==> src/lsq_pkg.sv <==
package lsq_pkg;

  // Operation carried by the dispatch port, one per cycle
  typedef enum logic [1:0] {
    MEM_NONE  = 2'd0,
    MEM_LOAD  = 2'd1,
    MEM_STORE = 2'd2
  } mem_op_t;

  // Store drain state
  // DRAIN_WRITE holds while committed stores wait for the memory port
  typedef enum logic {
    DRAIN_IDLE  = 1'b0,
    DRAIN_WRITE = 1'b1
  } drain_state_t;

endpackage

==> src/store_queue.sv <==
`timescale 1ns/1ps

module store_queue #(
  parameter int ADDR_WIDTH = 6,
  parameter int DATA_WIDTH = 32,
  parameter int SQ_DEPTH   = 8
) (
  input  logic                          clock,
  input  logic                          reset,
  input  lsq_pkg::mem_op_t              dispatch_op,
  input  logic                          store_exec,
  input  logic [$clog2(SQ_DEPTH)-1:0]   store_exec_idx,
  input  logic [ADDR_WIDTH-1:0]         store_addr,
  input  logic [DATA_WIDTH-1:0]         store_data,
  input  logic                          retire_store,
  input  logic [ADDR_WIDTH-1:0]         fwd_addr,
  input  logic [$clog2(SQ_DEPTH):0]     fwd_tag,
  input  logic                          wr_grant,
  output logic                          store_ready,
  output logic [$clog2(SQ_DEPTH)-1:0]   sq_idx,
  output logic [$clog2(SQ_DEPTH):0]     sq_tail,
  output logic                          fwd_hit,
  output logic [DATA_WIDTH-1:0]         fwd_data,
  output logic                          wr_req,
  output logic [ADDR_WIDTH-1:0]         wr_addr,
  output logic [DATA_WIDTH-1:0]         wr_data
);
  import lsq_pkg::*;

  localparam int IDX_WIDTH = $clog2(SQ_DEPTH);
  // Pointers carry one extra wrap bit so a load tag can tell a full queue from an empty one
  localparam int PTR_WIDTH = IDX_WIDTH + 1;

  logic [PTR_WIDTH-1:0]  head_ptr;
  logic [PTR_WIDTH-1:0]  tail_ptr;
  logic [IDX_WIDTH-1:0]  head_idx;
  logic [IDX_WIDTH-1:0]  tail_idx;
  logic [PTR_WIDTH-1:0]  commit_cnt;
  logic [SQ_DEPTH-1:0]   sq_valid;
  logic [SQ_DEPTH-1:0]   sq_exec;
  logic [ADDR_WIDTH-1:0] sq_addr [SQ_DEPTH];
  logic [DATA_WIDTH-1:0] sq_data [SQ_DEPTH];
  logic [IDX_WIDTH-1:0]  fwd_idx;
  logic [PTR_WIDTH-1:0]  older_cnt;
  logic                  alloc;
  logic                  drain_fire;
  drain_state_t          drain_state;
  drain_state_t          drain_next;

  assign head_idx    = head_ptr[IDX_WIDTH-1:0];
  assign tail_idx    = tail_ptr[IDX_WIDTH-1:0];
  assign store_ready = !sq_valid[tail_idx];
  assign sq_idx      = tail_idx;
  assign sq_tail     = tail_ptr;
  assign alloc       = (dispatch_op == MEM_STORE) && store_ready;

  // Head store goes out while committed stores remain
  assign wr_req     = (drain_state == DRAIN_WRITE);
  assign wr_addr    = sq_addr[head_idx];
  assign wr_data    = sq_data[head_idx];
  assign drain_fire = wr_req && wr_grant;

  always_comb begin
    drain_next = drain_state;
    case (drain_state)
      DRAIN_IDLE: begin
        if (retire_store) drain_next = DRAIN_WRITE;
      end
      DRAIN_WRITE: begin
        if (drain_fire && !retire_store && commit_cnt == PTR_WIDTH'(1)) drain_next = DRAIN_IDLE;
      end
      default: drain_next = DRAIN_IDLE;
    endcase
  end

  // Walk back from the load tag toward the head, youngest older store first
  assign older_cnt = fwd_tag - head_ptr;

  always_comb begin
    logic [IDX_WIDTH-1:0] scan_idx;
    fwd_hit  = 1'b0;
    fwd_idx  = '0;
    scan_idx = '0;
    for (int i = 1; i <= SQ_DEPTH; i++) begin
      scan_idx = fwd_tag[IDX_WIDTH-1:0] - IDX_WIDTH'(i);
      if (!fwd_hit && older_cnt <= PTR_WIDTH'(SQ_DEPTH) && PTR_WIDTH'(i) <= older_cnt &&
          sq_valid[scan_idx] && sq_exec[scan_idx] && sq_addr[scan_idx] == fwd_addr) begin
        fwd_hit = 1'b1;
        fwd_idx = scan_idx;
      end
    end
  end

  assign fwd_data = sq_data[fwd_idx];

  always_ff @(posedge clock) begin
    if (reset) begin
      head_ptr    <= '0;
      tail_ptr    <= '0;
      commit_cnt  <= '0;
      sq_valid    <= '0;
      sq_exec     <= '0;
      drain_state <= DRAIN_IDLE;
    end else begin
      drain_state <= drain_next;
      commit_cnt  <= commit_cnt + PTR_WIDTH'(retire_store) - PTR_WIDTH'(drain_fire);
      if (alloc) begin
        sq_valid[tail_idx] <= 1'b1;
        sq_exec[tail_idx]  <= 1'b0;
        tail_ptr           <= tail_ptr + PTR_WIDTH'(1);
      end
      if (store_exec) sq_exec[store_exec_idx] <= 1'b1;
      if (drain_fire) begin
        sq_valid[head_idx] <= 1'b0;
        sq_exec[head_idx]  <= 1'b0;
        head_ptr           <= head_ptr + PTR_WIDTH'(1);
      end
    end
  end

  always_ff @(posedge clock) begin
    if (store_exec) begin
      sq_addr[store_exec_idx] <= store_addr;
      sq_data[store_exec_idx] <= store_data;
    end
  end

endmodule

==> src/load_queue.sv <==
`timescale 1ns/1ps

module load_queue #(
  parameter int ADDR_WIDTH = 6,
  parameter int DATA_WIDTH = 32,
  parameter int LQ_DEPTH   = 8,
  parameter int SQ_DEPTH   = 8
) (
  input  logic                          clock,
  input  logic                          reset,
  input  lsq_pkg::mem_op_t              dispatch_op,
  input  logic [$clog2(SQ_DEPTH):0]     sq_tail,
  input  logic                          load_exec,
  input  logic [$clog2(LQ_DEPTH)-1:0]   load_exec_idx,
  input  logic [ADDR_WIDTH-1:0]         load_addr,
  input  logic                          retire_load,
  input  logic                          fwd_hit,
  input  logic [DATA_WIDTH-1:0]         fwd_data,
  input  logic [DATA_WIDTH-1:0]         rd_data,
  output logic                          load_ready,
  output logic [$clog2(LQ_DEPTH)-1:0]   lq_idx,
  output logic [ADDR_WIDTH-1:0]         fwd_addr,
  output logic [$clog2(SQ_DEPTH):0]     fwd_tag,
  output logic                          rd_req,
  output logic [ADDR_WIDTH-1:0]         rd_addr,
  output logic                          load_done,
  output logic [DATA_WIDTH-1:0]         load_data,
  output logic                          load_forwarded
);
  import lsq_pkg::*;

  localparam int IDX_WIDTH = $clog2(LQ_DEPTH);
  localparam int TAG_WIDTH = $clog2(SQ_DEPTH) + 1;

  logic [IDX_WIDTH-1:0]  head;
  logic [IDX_WIDTH-1:0]  tail;
  logic [LQ_DEPTH-1:0]   lq_valid;
  logic [TAG_WIDTH-1:0]  lq_tag [LQ_DEPTH];
  logic                  alloc;
  logic                  done_q;
  logic                  fwd_q;
  logic [DATA_WIDTH-1:0] fwd_data_q;

  assign load_ready = !lq_valid[tail];
  assign lq_idx     = tail;
  assign alloc      = (dispatch_op == MEM_LOAD) && load_ready;

  // Forwarding lookup and memory read share the same execute cycle
  assign fwd_addr = load_addr;
  assign fwd_tag  = lq_tag[load_exec_idx];
  assign rd_req   = load_exec && !fwd_hit;
  assign rd_addr  = load_addr;

  // Memory data arrives one cycle after the read, lined up with done
  assign load_done      = done_q;
  assign load_forwarded = fwd_q;
  assign load_data      = fwd_q ? fwd_data_q : rd_data;

  always_ff @(posedge clock) begin
    if (reset) begin
      head     <= '0;
      tail     <= '0;
      lq_valid <= '0;
      done_q   <= 1'b0;
      fwd_q    <= 1'b0;
    end else begin
      done_q <= load_exec;
      fwd_q  <= load_exec && fwd_hit;
      if (alloc) begin
        lq_valid[tail] <= 1'b1;
        tail           <= tail + IDX_WIDTH'(1);
      end
      if (retire_load && lq_valid[head]) begin
        lq_valid[head] <= 1'b0;
        head           <= head + IDX_WIDTH'(1);
      end
    end
  end

  always_ff @(posedge clock) begin
    if (alloc) lq_tag[tail] <= sq_tail;
    fwd_data_q <= fwd_data;
  end

endmodule

==> src/mem_arbiter.sv <==
`timescale 1ns/1ps

module mem_arbiter #(
  parameter int ADDR_WIDTH = 6,
  parameter int DATA_WIDTH = 32
) (
  input  logic                  rd_req,
  input  logic [ADDR_WIDTH-1:0] rd_addr,
  input  logic                  wr_req,
  input  logic [ADDR_WIDTH-1:0] wr_addr,
  input  logic [DATA_WIDTH-1:0] wr_data,
  output logic                  wr_grant,
  output logic                  mem_we,
  output logic [ADDR_WIDTH-1:0] mem_addr,
  output logic [DATA_WIDTH-1:0] mem_wdata
);

  // Loads always win, so a read never waits
  assign wr_grant = wr_req && !rd_req;
  assign mem_we   = wr_grant;

  always_comb begin
    if (rd_req) begin
      mem_addr = rd_addr;
    end else begin
      mem_addr = wr_addr;
    end
  end

  assign mem_wdata = wr_data;

endmodule

==> src/data_ram.sv <==
`timescale 1ns/1ps

module data_ram #(
  parameter int ADDR_WIDTH = 6,
  parameter int DATA_WIDTH = 32
) (
  input  logic                  clock,
  input  logic                  mem_we,
  input  logic [ADDR_WIDTH-1:0] mem_addr,
  input  logic [DATA_WIDTH-1:0] mem_wdata,
  output logic [DATA_WIDTH-1:0] rd_data
);

  localparam int WORDS = 1 << ADDR_WIDTH;

  logic [DATA_WIDTH-1:0] mem [WORDS];

  // Registered read, data valid the cycle after the address
  always_ff @(posedge clock) begin
    if (mem_we) begin
      mem[mem_addr] <= mem_wdata;
    end
    rd_data <= mem[mem_addr];
  end

endmodule

==> src/lsq_unit.sv <==
`timescale 1ns/1ps

module lsq_unit #(
  parameter int ADDR_WIDTH = 6,
  parameter int DATA_WIDTH = 32,
  parameter int SQ_DEPTH   = 8,
  parameter int LQ_DEPTH   = 8,
  localparam int IDX_WIDTH = $clog2((SQ_DEPTH > LQ_DEPTH) ? SQ_DEPTH : LQ_DEPTH)
) (
  input  logic                          clock,
  input  logic                          reset,
  input  lsq_pkg::mem_op_t              dispatch_op,
  input  logic                          store_exec,
  input  logic [$clog2(SQ_DEPTH)-1:0]   store_exec_idx,
  input  logic [ADDR_WIDTH-1:0]         store_addr,
  input  logic [DATA_WIDTH-1:0]         store_data,
  input  logic                          load_exec,
  input  logic [$clog2(LQ_DEPTH)-1:0]   load_exec_idx,
  input  logic [ADDR_WIDTH-1:0]         load_addr,
  input  logic                          retire_store,
  input  logic                          retire_load,
  output logic                          store_ready,
  output logic                          load_ready,
  output logic [IDX_WIDTH-1:0]          dispatch_idx,
  output logic                          load_done,
  output logic [DATA_WIDTH-1:0]         load_data,
  output logic                          load_forwarded
);
  import lsq_pkg::*;

  logic [$clog2(SQ_DEPTH)-1:0] sq_idx;
  logic [$clog2(LQ_DEPTH)-1:0] lq_idx;
  logic [$clog2(SQ_DEPTH):0]   sq_tail;
  logic [$clog2(SQ_DEPTH):0]   fwd_tag;
  logic [ADDR_WIDTH-1:0]       fwd_addr;
  logic                        fwd_hit;
  logic [DATA_WIDTH-1:0]       fwd_data;
  logic                        rd_req;
  logic [ADDR_WIDTH-1:0]       rd_addr;
  logic [DATA_WIDTH-1:0]       rd_data;
  logic                        wr_req;
  logic                        wr_grant;
  logic [ADDR_WIDTH-1:0]       wr_addr;
  logic [DATA_WIDTH-1:0]       wr_data;
  logic                        mem_we;
  logic [ADDR_WIDTH-1:0]       mem_addr;
  logic [DATA_WIDTH-1:0]       mem_wdata;

  // Report the slot of whichever queue took this dispatch
  always_comb begin
    case (dispatch_op)
      MEM_STORE: dispatch_idx = IDX_WIDTH'(sq_idx);
      default:   dispatch_idx = IDX_WIDTH'(lq_idx);
    endcase
  end

  store_queue #(
    .ADDR_WIDTH (ADDR_WIDTH),
    .DATA_WIDTH (DATA_WIDTH),
    .SQ_DEPTH   (SQ_DEPTH)
  ) u_store_queue (
    .clock          (clock),
    .reset          (reset),
    .dispatch_op    (dispatch_op),
    .store_exec     (store_exec),
    .store_exec_idx (store_exec_idx),
    .store_addr     (store_addr),
    .store_data     (store_data),
    .retire_store   (retire_store),
    .fwd_addr       (fwd_addr),
    .fwd_tag        (fwd_tag),
    .wr_grant       (wr_grant),
    .store_ready    (store_ready),
    .sq_idx         (sq_idx),
    .sq_tail        (sq_tail),
    .fwd_hit        (fwd_hit),
    .fwd_data       (fwd_data),
    .wr_req         (wr_req),
    .wr_addr        (wr_addr),
    .wr_data        (wr_data)
  );

  load_queue #(
    .ADDR_WIDTH (ADDR_WIDTH),
    .DATA_WIDTH (DATA_WIDTH),
    .LQ_DEPTH   (LQ_DEPTH),
    .SQ_DEPTH   (SQ_DEPTH)
  ) u_load_queue (
    .clock          (clock),
    .reset          (reset),
    .dispatch_op    (dispatch_op),
    .sq_tail        (sq_tail),
    .load_exec      (load_exec),
    .load_exec_idx  (load_exec_idx),
    .load_addr      (load_addr),
    .retire_load    (retire_load),
    .fwd_hit        (fwd_hit),
    .fwd_data       (fwd_data),
    .rd_data        (rd_data),
    .load_ready     (load_ready),
    .lq_idx         (lq_idx),
    .fwd_addr       (fwd_addr),
    .fwd_tag        (fwd_tag),
    .rd_req         (rd_req),
    .rd_addr        (rd_addr),
    .load_done      (load_done),
    .load_data      (load_data),
    .load_forwarded (load_forwarded)
  );

  mem_arbiter #(
    .ADDR_WIDTH (ADDR_WIDTH),
    .DATA_WIDTH (DATA_WIDTH)
  ) u_mem_arbiter (
    .rd_req    (rd_req),
    .rd_addr   (rd_addr),
    .wr_req    (wr_req),
    .wr_addr   (wr_addr),
    .wr_data   (wr_data),
    .wr_grant  (wr_grant),
    .mem_we    (mem_we),
    .mem_addr  (mem_addr),
    .mem_wdata (mem_wdata)
  );

  data_ram #(
    .ADDR_WIDTH (ADDR_WIDTH),
    .DATA_WIDTH (DATA_WIDTH)
  ) u_data_ram (
    .clock     (clock),
    .mem_we    (mem_we),
    .mem_addr  (mem_addr),
    .mem_wdata (mem_wdata),
    .rd_data   (rd_data)
  );

endmodule

==> config.mk <==
export PLATFORM = sky130hd
export DESIGN_NAME = lsq_unit
export DESIGN_NICKNAME = d
export VERILOG_FILES = /design/src/lsq_pkg.sv /design/src/store_queue.sv /design/src/load_queue.sv /design/src/mem_arbiter.sv /design/src/data_ram.sv /design/src/lsq_unit.sv
export SDC_FILE = /design/constraint.sdc
export NUM_CORES = 2
export LEC_CHECK = 0
export ABC_AREA = 1
export BUFFER_PORTS_ARGS = -buffer_cell sky130_fd_sc_hd__buf_2
export CAP_MARGIN = 0
export CORE_ASPECT_RATIO = 1.1
export CORE_UTILIZATION = 47
export DETAILED_ROUTE_END_ITERATION = 8
export PLACE_DENSITY = 0.64
export SLEW_MARGIN = 20
export SYNTH_ARGS = -nofsm -noshare
export SYNTH_HDL_FRONTEND = slang
export SYNTH_SLANG_ARGS = --single-unit
==> constraint.sdc <==
create_clock -name clock -period 11 [get_ports clock]
set_input_delay 1.1 -clock clock [delete_from_list [all_inputs] [get_ports clock]]
set_output_delay 1.1 -clock clock [all_outputs]
set_load 0.1 [all_outputs]
Yosys cells after proc, flatten, opt, wreduce, memory -nomap -nowiden
Memories as Yosys holds them, arrays and structs flattened. A register that Yosys moved wholly into a read port is not among the register bits.
Cells that the tools add are included.
{"block": "totals", "regBits": 45, "ramBits": 2384, "output_inout_bits": 39, "elab_cells": 234, "mem_count": 4}
{"block": "classes", "n_addsub": 14, "n_lt_le_gt_ge": 27, "n_eq_ne": 11, "muxes": 91, "bitwise_logic": 11, "reduce_logical": 65}
{"name": "u_data_ram.mem", "depth": 64, "width": 32, "rd": 1, "rd_clocked_by_memory_dff": 1, "wr": 1, "line": "data_ram.sv:16", "text": "logic [DATA_WIDTH-1:0] mem [WORDS];"}
{"name": "u_store_queue.sq_data", "depth": 8, "width": 32, "rd": 2, "rd_clocked_by_memory_dff": 2, "wr": 1, "line": "store_queue.sv:42", "text": "logic [DATA_WIDTH-1:0] sq_data [SQ_DEPTH];"}
{"name": "u_store_queue.sq_addr", "depth": 8, "width": 6, "rd": 9, "rd_clocked_by_memory_dff": 1, "wr": 1, "line": "store_queue.sv:41", "text": "logic [ADDR_WIDTH-1:0] sq_addr [SQ_DEPTH];"}
{"name": "u_load_queue.lq_tag", "depth": 8, "width": 4, "rd": 1, "rd_clocked_by_memory_dff": 0, "wr": 1, "line": "load_queue.sv:38", "text": "logic [TAG_WIDTH-1:0] lq_tag [LQ_DEPTH];"}
{"operator": "2-to-1 mux 8 bit", "count": 11}
{"operator": "binary-select mux 1 bit (select 3 bit)", "count": 19}
{"operator": "logical AND 1 bit", "count": 53}
{"operator": "< comparator 3 x 4 -> 1 bit, second input constant", "count": 13}
{"operator": "== test 6 bit", "count": 8}
{"operator": "2-to-1 mux 1 bit", "count": 40}
{"operator": "2-to-1 mux 3 bit", "count": 13}
{"operator": "AND 8 bit", "count": 4}
{"operator": "2-to-1 mux 32 bit", "count": 1}
{"operator": "inverter 8 bit", "count": 3}
{"operator": "bitwise OR 8 bit", "count": 3}
{"operator": "less-or-equal comparator 3 x 4 -> 1 bit, first input constant", "count": 4}
{"operator": "demux 1 bit (select 3 bit)", "count": 5}
{"operator": "greater-or-equal comparator 3 x 1 -> 1 bit, second input constant", "count": 5}
{"operator": "zero test 1 bit", "count": 12}
{"operator": "subtractor 3 bit, second input constant", "count": 4}
{"operator": "adder 4 x 1 -> 4 bit, second input constant", "count": 2}
{"operator": "less-or-equal comparator 2 x 4 -> 1 bit, first input constant", "count": 2}
{"operator": "adder 3 x 1 -> 3 bit, second input constant", "count": 2}
{"operator": "2-to-1 mux 6 bit", "count": 1}
{"operator": "subtractor 3 x 2 -> 3 bit, second input constant", "count": 2}
{"operator": "adder 4 x 1 -> 4 bit", "count": 1}
{"operator": "== test 4 x 1 -> 1 bit, second input constant", "count": 1}
{"operator": "less-or-equal comparator 1 x 4 -> 1 bit, first input constant", "count": 1}
{"operator": "other kinds (9)", "count": 9}

Longest topological paths before layout
An unclocked memory read counts as a cell.
{"block": "depth", "depth_word": 66, "ltp_mapped": 46, "ltp_nobuf": 40}

Hierarchy
A second synthesis with hierarchy kept.
{"block": "unflattened", "hier_cells": 11381, "hier_area_um2": 110318.3}
{"module": "data_ram", "n_inst": 1, "cells_per_inst": 8440, "area_each_um2": 86503.0, "seq_area_each_um2": 62139.6}
{"module": "store_queue", "n_inst": 1, "cells_per_inst": 2525, "area_each_um2": 19904.1, "seq_area_each_um2": 9769.4}
{"module": "load_queue", "n_inst": 1, "cells_per_inst": 350, "area_each_um2": 3532.1, "seq_area_each_um2": 1921.8}
{"module": "mem_arbiter", "n_inst": 1, "cells_per_inst": 55, "area_each_um2": 331.6, "seq_area_each_um2": 0.0}
{"module": "lsq_unit", "n_inst": 1, "cells_per_inst": 11, "area_each_um2": 47.5, "seq_area_each_um2": 0.0}

Worst setup path after synthesis
Ideal clock, no wire load.
{"block": "synth_path", "path_type": "input to register", "from": "in load_exec_idx[1]", "to": "mem u_data_ram.mem[12][0], enable pin", "setup_time_ps": 421, "arrival_ps": 6549, "path_slack_ps": 4030, "stages": 30, "path_buffers": 6, "cell_sequence": "buf_2 inv_2 nand3_1 nand3_2 nand2_1 buf_6 buf_2 ha_1 fa_1 nand2_1 nor2_1 inv_1 nand3_1 nand2_1 nor2_1 o21ai_0 nor2_1 nand2_1 nor2_1 nand3b_1 nand4_4 nor2_8 nand3_4 buf_6 nand2_1 o21ai_4 buf_2 buf_2 nand4_1 nor2_1"}
{"block": "synth_via", "elab_chain_len": 63, "elab_cells_between_ends": 120}
{"item": "start, declared", "line": "lsq_unit.sv:18", "text": "input logic [$clog2(LQ_DEPTH)-1:0] load_exec_idx,"}
{"item": "memory (8 x 4 bit) *"}
{"item": "subtractor 4 bit or subtractor 3 x 1 -> 3 bit (tied branches)", "line": "store_queue.sv:77, store_queue.sv:85"}
{"item": "less-or-equal comparator 4 bit, or another cell as far along", "line": "store_queue.sv:86", "text": "if (!fwd_hit && older_cnt <= PTR_WIDTH'(SQ_DEPTH) && PTR_WIDTH'(i) <= older_cnt &&"}
{"item": "logical AND 1 bit or 2-to-1 mux 1 bit (tied branches)", "line": "store_queue.sv:86, store_queue.sv:87"}
{"item": "logical AND 1 bit", "line": "store_queue.sv:86"}
{"item": "logical AND 1 bit (2 in a row)", "line": "store_queue.sv:87", "text": "sq_valid[scan_idx] && sq_exec[scan_idx] && sq_addr[scan_idx] == fwd_addr) begin"}
{"item": "2-to-1 mux 1 bit", "line": "store_queue.sv:86"}
{"item": "zero test 1 bit", "line": "store_queue.sv:86"}
{"item": "(+45 left out)"}
{"item": "logical AND 1 bit (2 in a row)", "line": "store_queue.sv:87"}
{"item": "2-to-1 mux 1 bit *", "line": "store_queue.sv:86"}
{"item": "zero test 1 bit *", "line": "load_queue.sv:51", "text": "assign rd_req = load_exec && !fwd_hit;"}
{"item": "logical AND 1 bit *", "line": "load_queue.sv:51"}
{"item": "zero test 1 bit", "line": "mem_arbiter.sv:19", "text": "assign wr_grant = wr_req && !rd_req;"}
{"item": "logical AND 1 bit", "line": "mem_arbiter.sv:19"}
{"item": "2-to-1 mux 1 bit", "line": "data_ram.sv:20", "text": "if (mem_we) begin"}
{"item": "2-to-1 mux 1 bit (not written as such)", "line": "data_ram.sv:21", "text": "mem[mem_addr] <= mem_wdata;"}
{"item": "end, declared", "line": "data_ram.sv:16"}
Every way passes the cells marked *; elsewhere a longest branch is shown, timed or not. The select of a mux whose other input is x is not followed.

Final worst setup path
{"block": "layout_path", "from": "in load_exec_idx[0]", "to": "mem u_data_ram.mem[40][10], enable pin"}
Same word-level chain as after synthesis.

==> impl_metrics.json <==
{
  "dr.pass1.iters": 8,
  "hold_violations": 0,
  "slew-limit-headroom_pct": 23.0,
  "rrSetupSlack_ps": 3380,
  "holdPathStages": 3,
  "wirelength_um": 348000,
  "hold_path.class": "in2reg",
  "p_per_area_nw_per_um2": 186,
  "grt_max_degree": 135,
  "vias_per_cell": 5.65,
  "dpl_cell_area_um2": 115000,
  "fin_area_um2": 123000,
  "ant_nets": 0,
  "clock_latency_ps": 920,
  "cts_root_buffer": "clkbuf_16",
  "critPathMostFrequentCell": "nand2_1",
  "synth_top_cell_area_share_pct": 65.0,
  "slew_viol_final": 0,
  "min_from": "retire_store",
  "r2r-end": "u_data_ram.mem[40][10]",
  "combPwrFrac_pct": 16.4,
  "ys_seq_area_share_pct": 67.0,
  "critPathMaxStageDelay_ps": 870,
  "postSynthAreaPerCell_um2": 9.77,
  "final_cells": 14512,
  "dp_hpwl_um": 195000,
  "cp-end-kind": "flip-flop",
  "crit_buf_inv": 6,
  "clkPwrFrac_pct": 35.9,
  "cts.sinks": 2496,
  "p_int_mw": 16.1,
  "rsz0062_at_grt": "false",
  "async_flop_share_pct": 0,
  "cts_tree": "yes",
  "drc": 0,
  "worst_pin_slew_ps": 1150,
  "antenna_found_initial": 25,
  "fin_crit_sh_pct": 71.4,
  "fp.dieW_um": 464,
  "cts_resized": 0,
  "hold_buffers": 0,
  "detail_route.wl_per_cell_um": 24.0,
  "final_common_cell": "nand2_1",
  "power_switching_share_pct": 29.4,
  "synth_top_area_cell": "edfxtp_1",
  "cts_setup_buffers": 0,
  "max_cap_violations": 0,
  "grt_pass1_wl_um": 507000,
  "crit_type": "in2reg",
  "num_vias": 82012,
  "drive_gt1_share_pct": 7.65,
  "start_util_pct": 47.2,
  "skew_ps": 55.0,
  "worstPathRequired_ps": 11600,
  "grt_overflow_total": 0,
  "synth_cells": 11279,
  "clkTransAtPathRegs_ps": 60,
  "power_mw": 22.8,
  "fin_nets": 11264,
  "drtIter0Drc": 10295,
  "place_congestion": 0.918,
  "syn_area_um2": 110000,
  "status": "completed",
  "synth_area_leaders": "edfxtp_1 (65%), nand2_1 (20%), nand3_1 (4.7%), dfxtp_1 (2.0%), nor2_1 (1.3%)",
  "ys_ff_latch": 2496,
  "final_cell_mix": "nand2_1 (5,903), edfxtp_1 (2,384), nand3_1 (1,024), nor2_1 (321), clkbuf_16 (242)",
  "placementRows": 186,
  "placed_cells": 14047,
  "startpoint_type": "input pin",
  "fp.dieH_um": 510,
  "peakVddDrop_mv": 0.189,
  "crit_arrival_ps": 8460,
  "grt_usage_pct": 28.8,
  "setup_viol": 0,
  "ys.warnings.count": 0,
  "cp_max_fo": 102,
  "fmax_mhz": 127,
  "grt_pass1_vias": 77442,
  "crit_family": "simple AND/OR/NAND/NOR gates",
  "post-route-util_pct": 52.7,
  "ys_types": 56,
  "synth_edf_count": 2384,
  "rr_startpoint": "u_load_queue.lq_tag[4][1]",
  "numCtsBuffers": 241,
  "hold_path_end": "u_store_queue.wr_req",
  "power.switching_mw": 6.72,
  "die_area_um2": 236000,
  "power_frac_seq_pct": 47.7,
  "pin_count": 97,
  "syn2layout_area_growth_pct": 11.5,
  "port_buffers": 96,
  "slowest_stage": "nor2_4",
  "worst_r2r_path_depth": 32,
  "core-area_um2": 233000,
  "synth_flop_cell": "edfxtp_1",
  "cts_buffer_depth": 3,
  "ctsHtreeMaxLevel": 4,
  "syn-num-nets": 11352,
  "setup_tns_ps": 0,
  "p_leak_nw": 49.8,
  "fin_crit_ps": 7850
}
-- layer usage --
| metal | wire (um) | part of all wire [%] | GRT usage, % |
|---|---|---|---|
| met4 | 17900 | 5.1 | 14.2 |
| met1 | 135000 | 39 | 37.9 |
| met2 | 163000 | 47 | 46.6 |
| met5 | 61 | 0.018 | 0 |
| met3 | 32200 | 9.3 | 4.53 |
-- Yosys cell counts (4+ instances only) --
| library cell | number |
|---|---|
| nand2_1 | 5908 |
| edfxtp_1 | 2384 |
| nand3_1 | 1026 |
| nor2_1 | 394 |
| clkbuf_1 | 362 |
| o21ai_0 | 214 |
| buf_2 | 210 |
| inv_1 | 171 |
| dfxtp_1 | 112 |
| a21oi_1 | 96 |
| buf_1 | 62 |
| a31oi_1 | 47 |
| o211ai_1 | 37 |
| o22ai_1 | 33 |
| mux2_2 | 32 |
| nand4_1 | 20 |
| xor2_1 | 20 |
| inv_2 | 19 |
| buf_4 | 15 |
| ha_1 | 13 |
| o21ai_1 | 13 |
| buf_6 | 8 |
| nand2_2 | 7 |
| nand3b_1 | 7 |
| nor3_4 | 7 |
| clkinv_1 | 6 |
| nor3_1 | 6 |
| nor4_1 | 4 |
| o21ai_4 | 4 |
| o221a_2 | 4 |
-- power groups by stage --
stage | Clock (mW) | Sequential [mW] | Combinational (mW)
2_1_floorplan | 0 | 11.0 | 2.33
3_3_place_gp | 0 | 11.1 | 3.65
3_5_place_dp | 0 | 11.1 | 3.68
4_1_cts | 8.27 | 10.9 | 3.69
5_1_grt | 8.62 | 10.9 | 4.01
6_report | 8.21 | 10.9 | 3.74
-- worst register-to-register path, delay by kind of cell (launching register included) --
| kind | cells | cell delay, ps |
|---|---|---|
| adder cells (fa/ha/maj) | 1 | 540 |
| AND/OR/NAND/NOR | 26 | 5100 |
| buffers and inverters | 4 | 1130 |
| flip-flops | 1 | 430 |
| AO/OA/AOI/OAI | 1 | 130 |
-- through the flow --
step | worst slack, ps | hold slack, ps
after floorplan | 4030 | 456
after global placement | 2270 | 474
after detailed placement | 2280 | 480
after CTS | 3240 | 380
after global routing | 2640 | 436
final | 3150 | 442
-- flip-flops by register name, summed over array words and instances (netlist names), 8 cells and up, named ones only --
name / count
u_store_queue.sq_valid: 8
u_load_queue.lq_tag: 32
u_data_ram.mem: 2048
u_load_queue.lq_valid: 8
u_store_queue.sq_data: 256
u_store_queue.sq_addr: 48
u_store_queue.sq_exec: 8
u_load_queue.fwd_data_q: 32
u_data_ram.rd_data: 32
-- worst max-delay path by stage --
stage                          start                      to  cells past startpoint
detailed placement  load_exec_idx[0]  u_data_ram.mem[40][18]                     34
CTS                 load_exec_idx[0]  u_data_ram.mem[40][18]                     34
floorplan           load_exec_idx[1]   u_data_ram.mem[12][0]                     30
finish              load_exec_idx[0]  u_data_ram.mem[40][10]                     34
global placement    load_exec_idx[0]  u_data_ram.mem[40][10]                     34
global route        load_exec_idx[0]  u_data_ram.mem[40][10]                     34
-- cell type report --
class,count,area [um2]
inverters,197,759
multi-input cells,7929,33900
clock inverters,133,1290
flip-flops and latches,2496,73800
well taps,3102,3880
fillers,20483,110000
repair buffers,326,2720
clock buffers,319,6460
diodes,10,25.0
-- cells by family after synthesis --
logic type      share of synthesized area (%)
compound gates                           2.40
fa+ha+maj                               0.184
flops                                    67.0
mux                                     0.327
buf+inv                                  3.26
xor+xnor                                0.167
simple gates                             26.7
No activity file was read; power rests on OpenSTA's default activity.
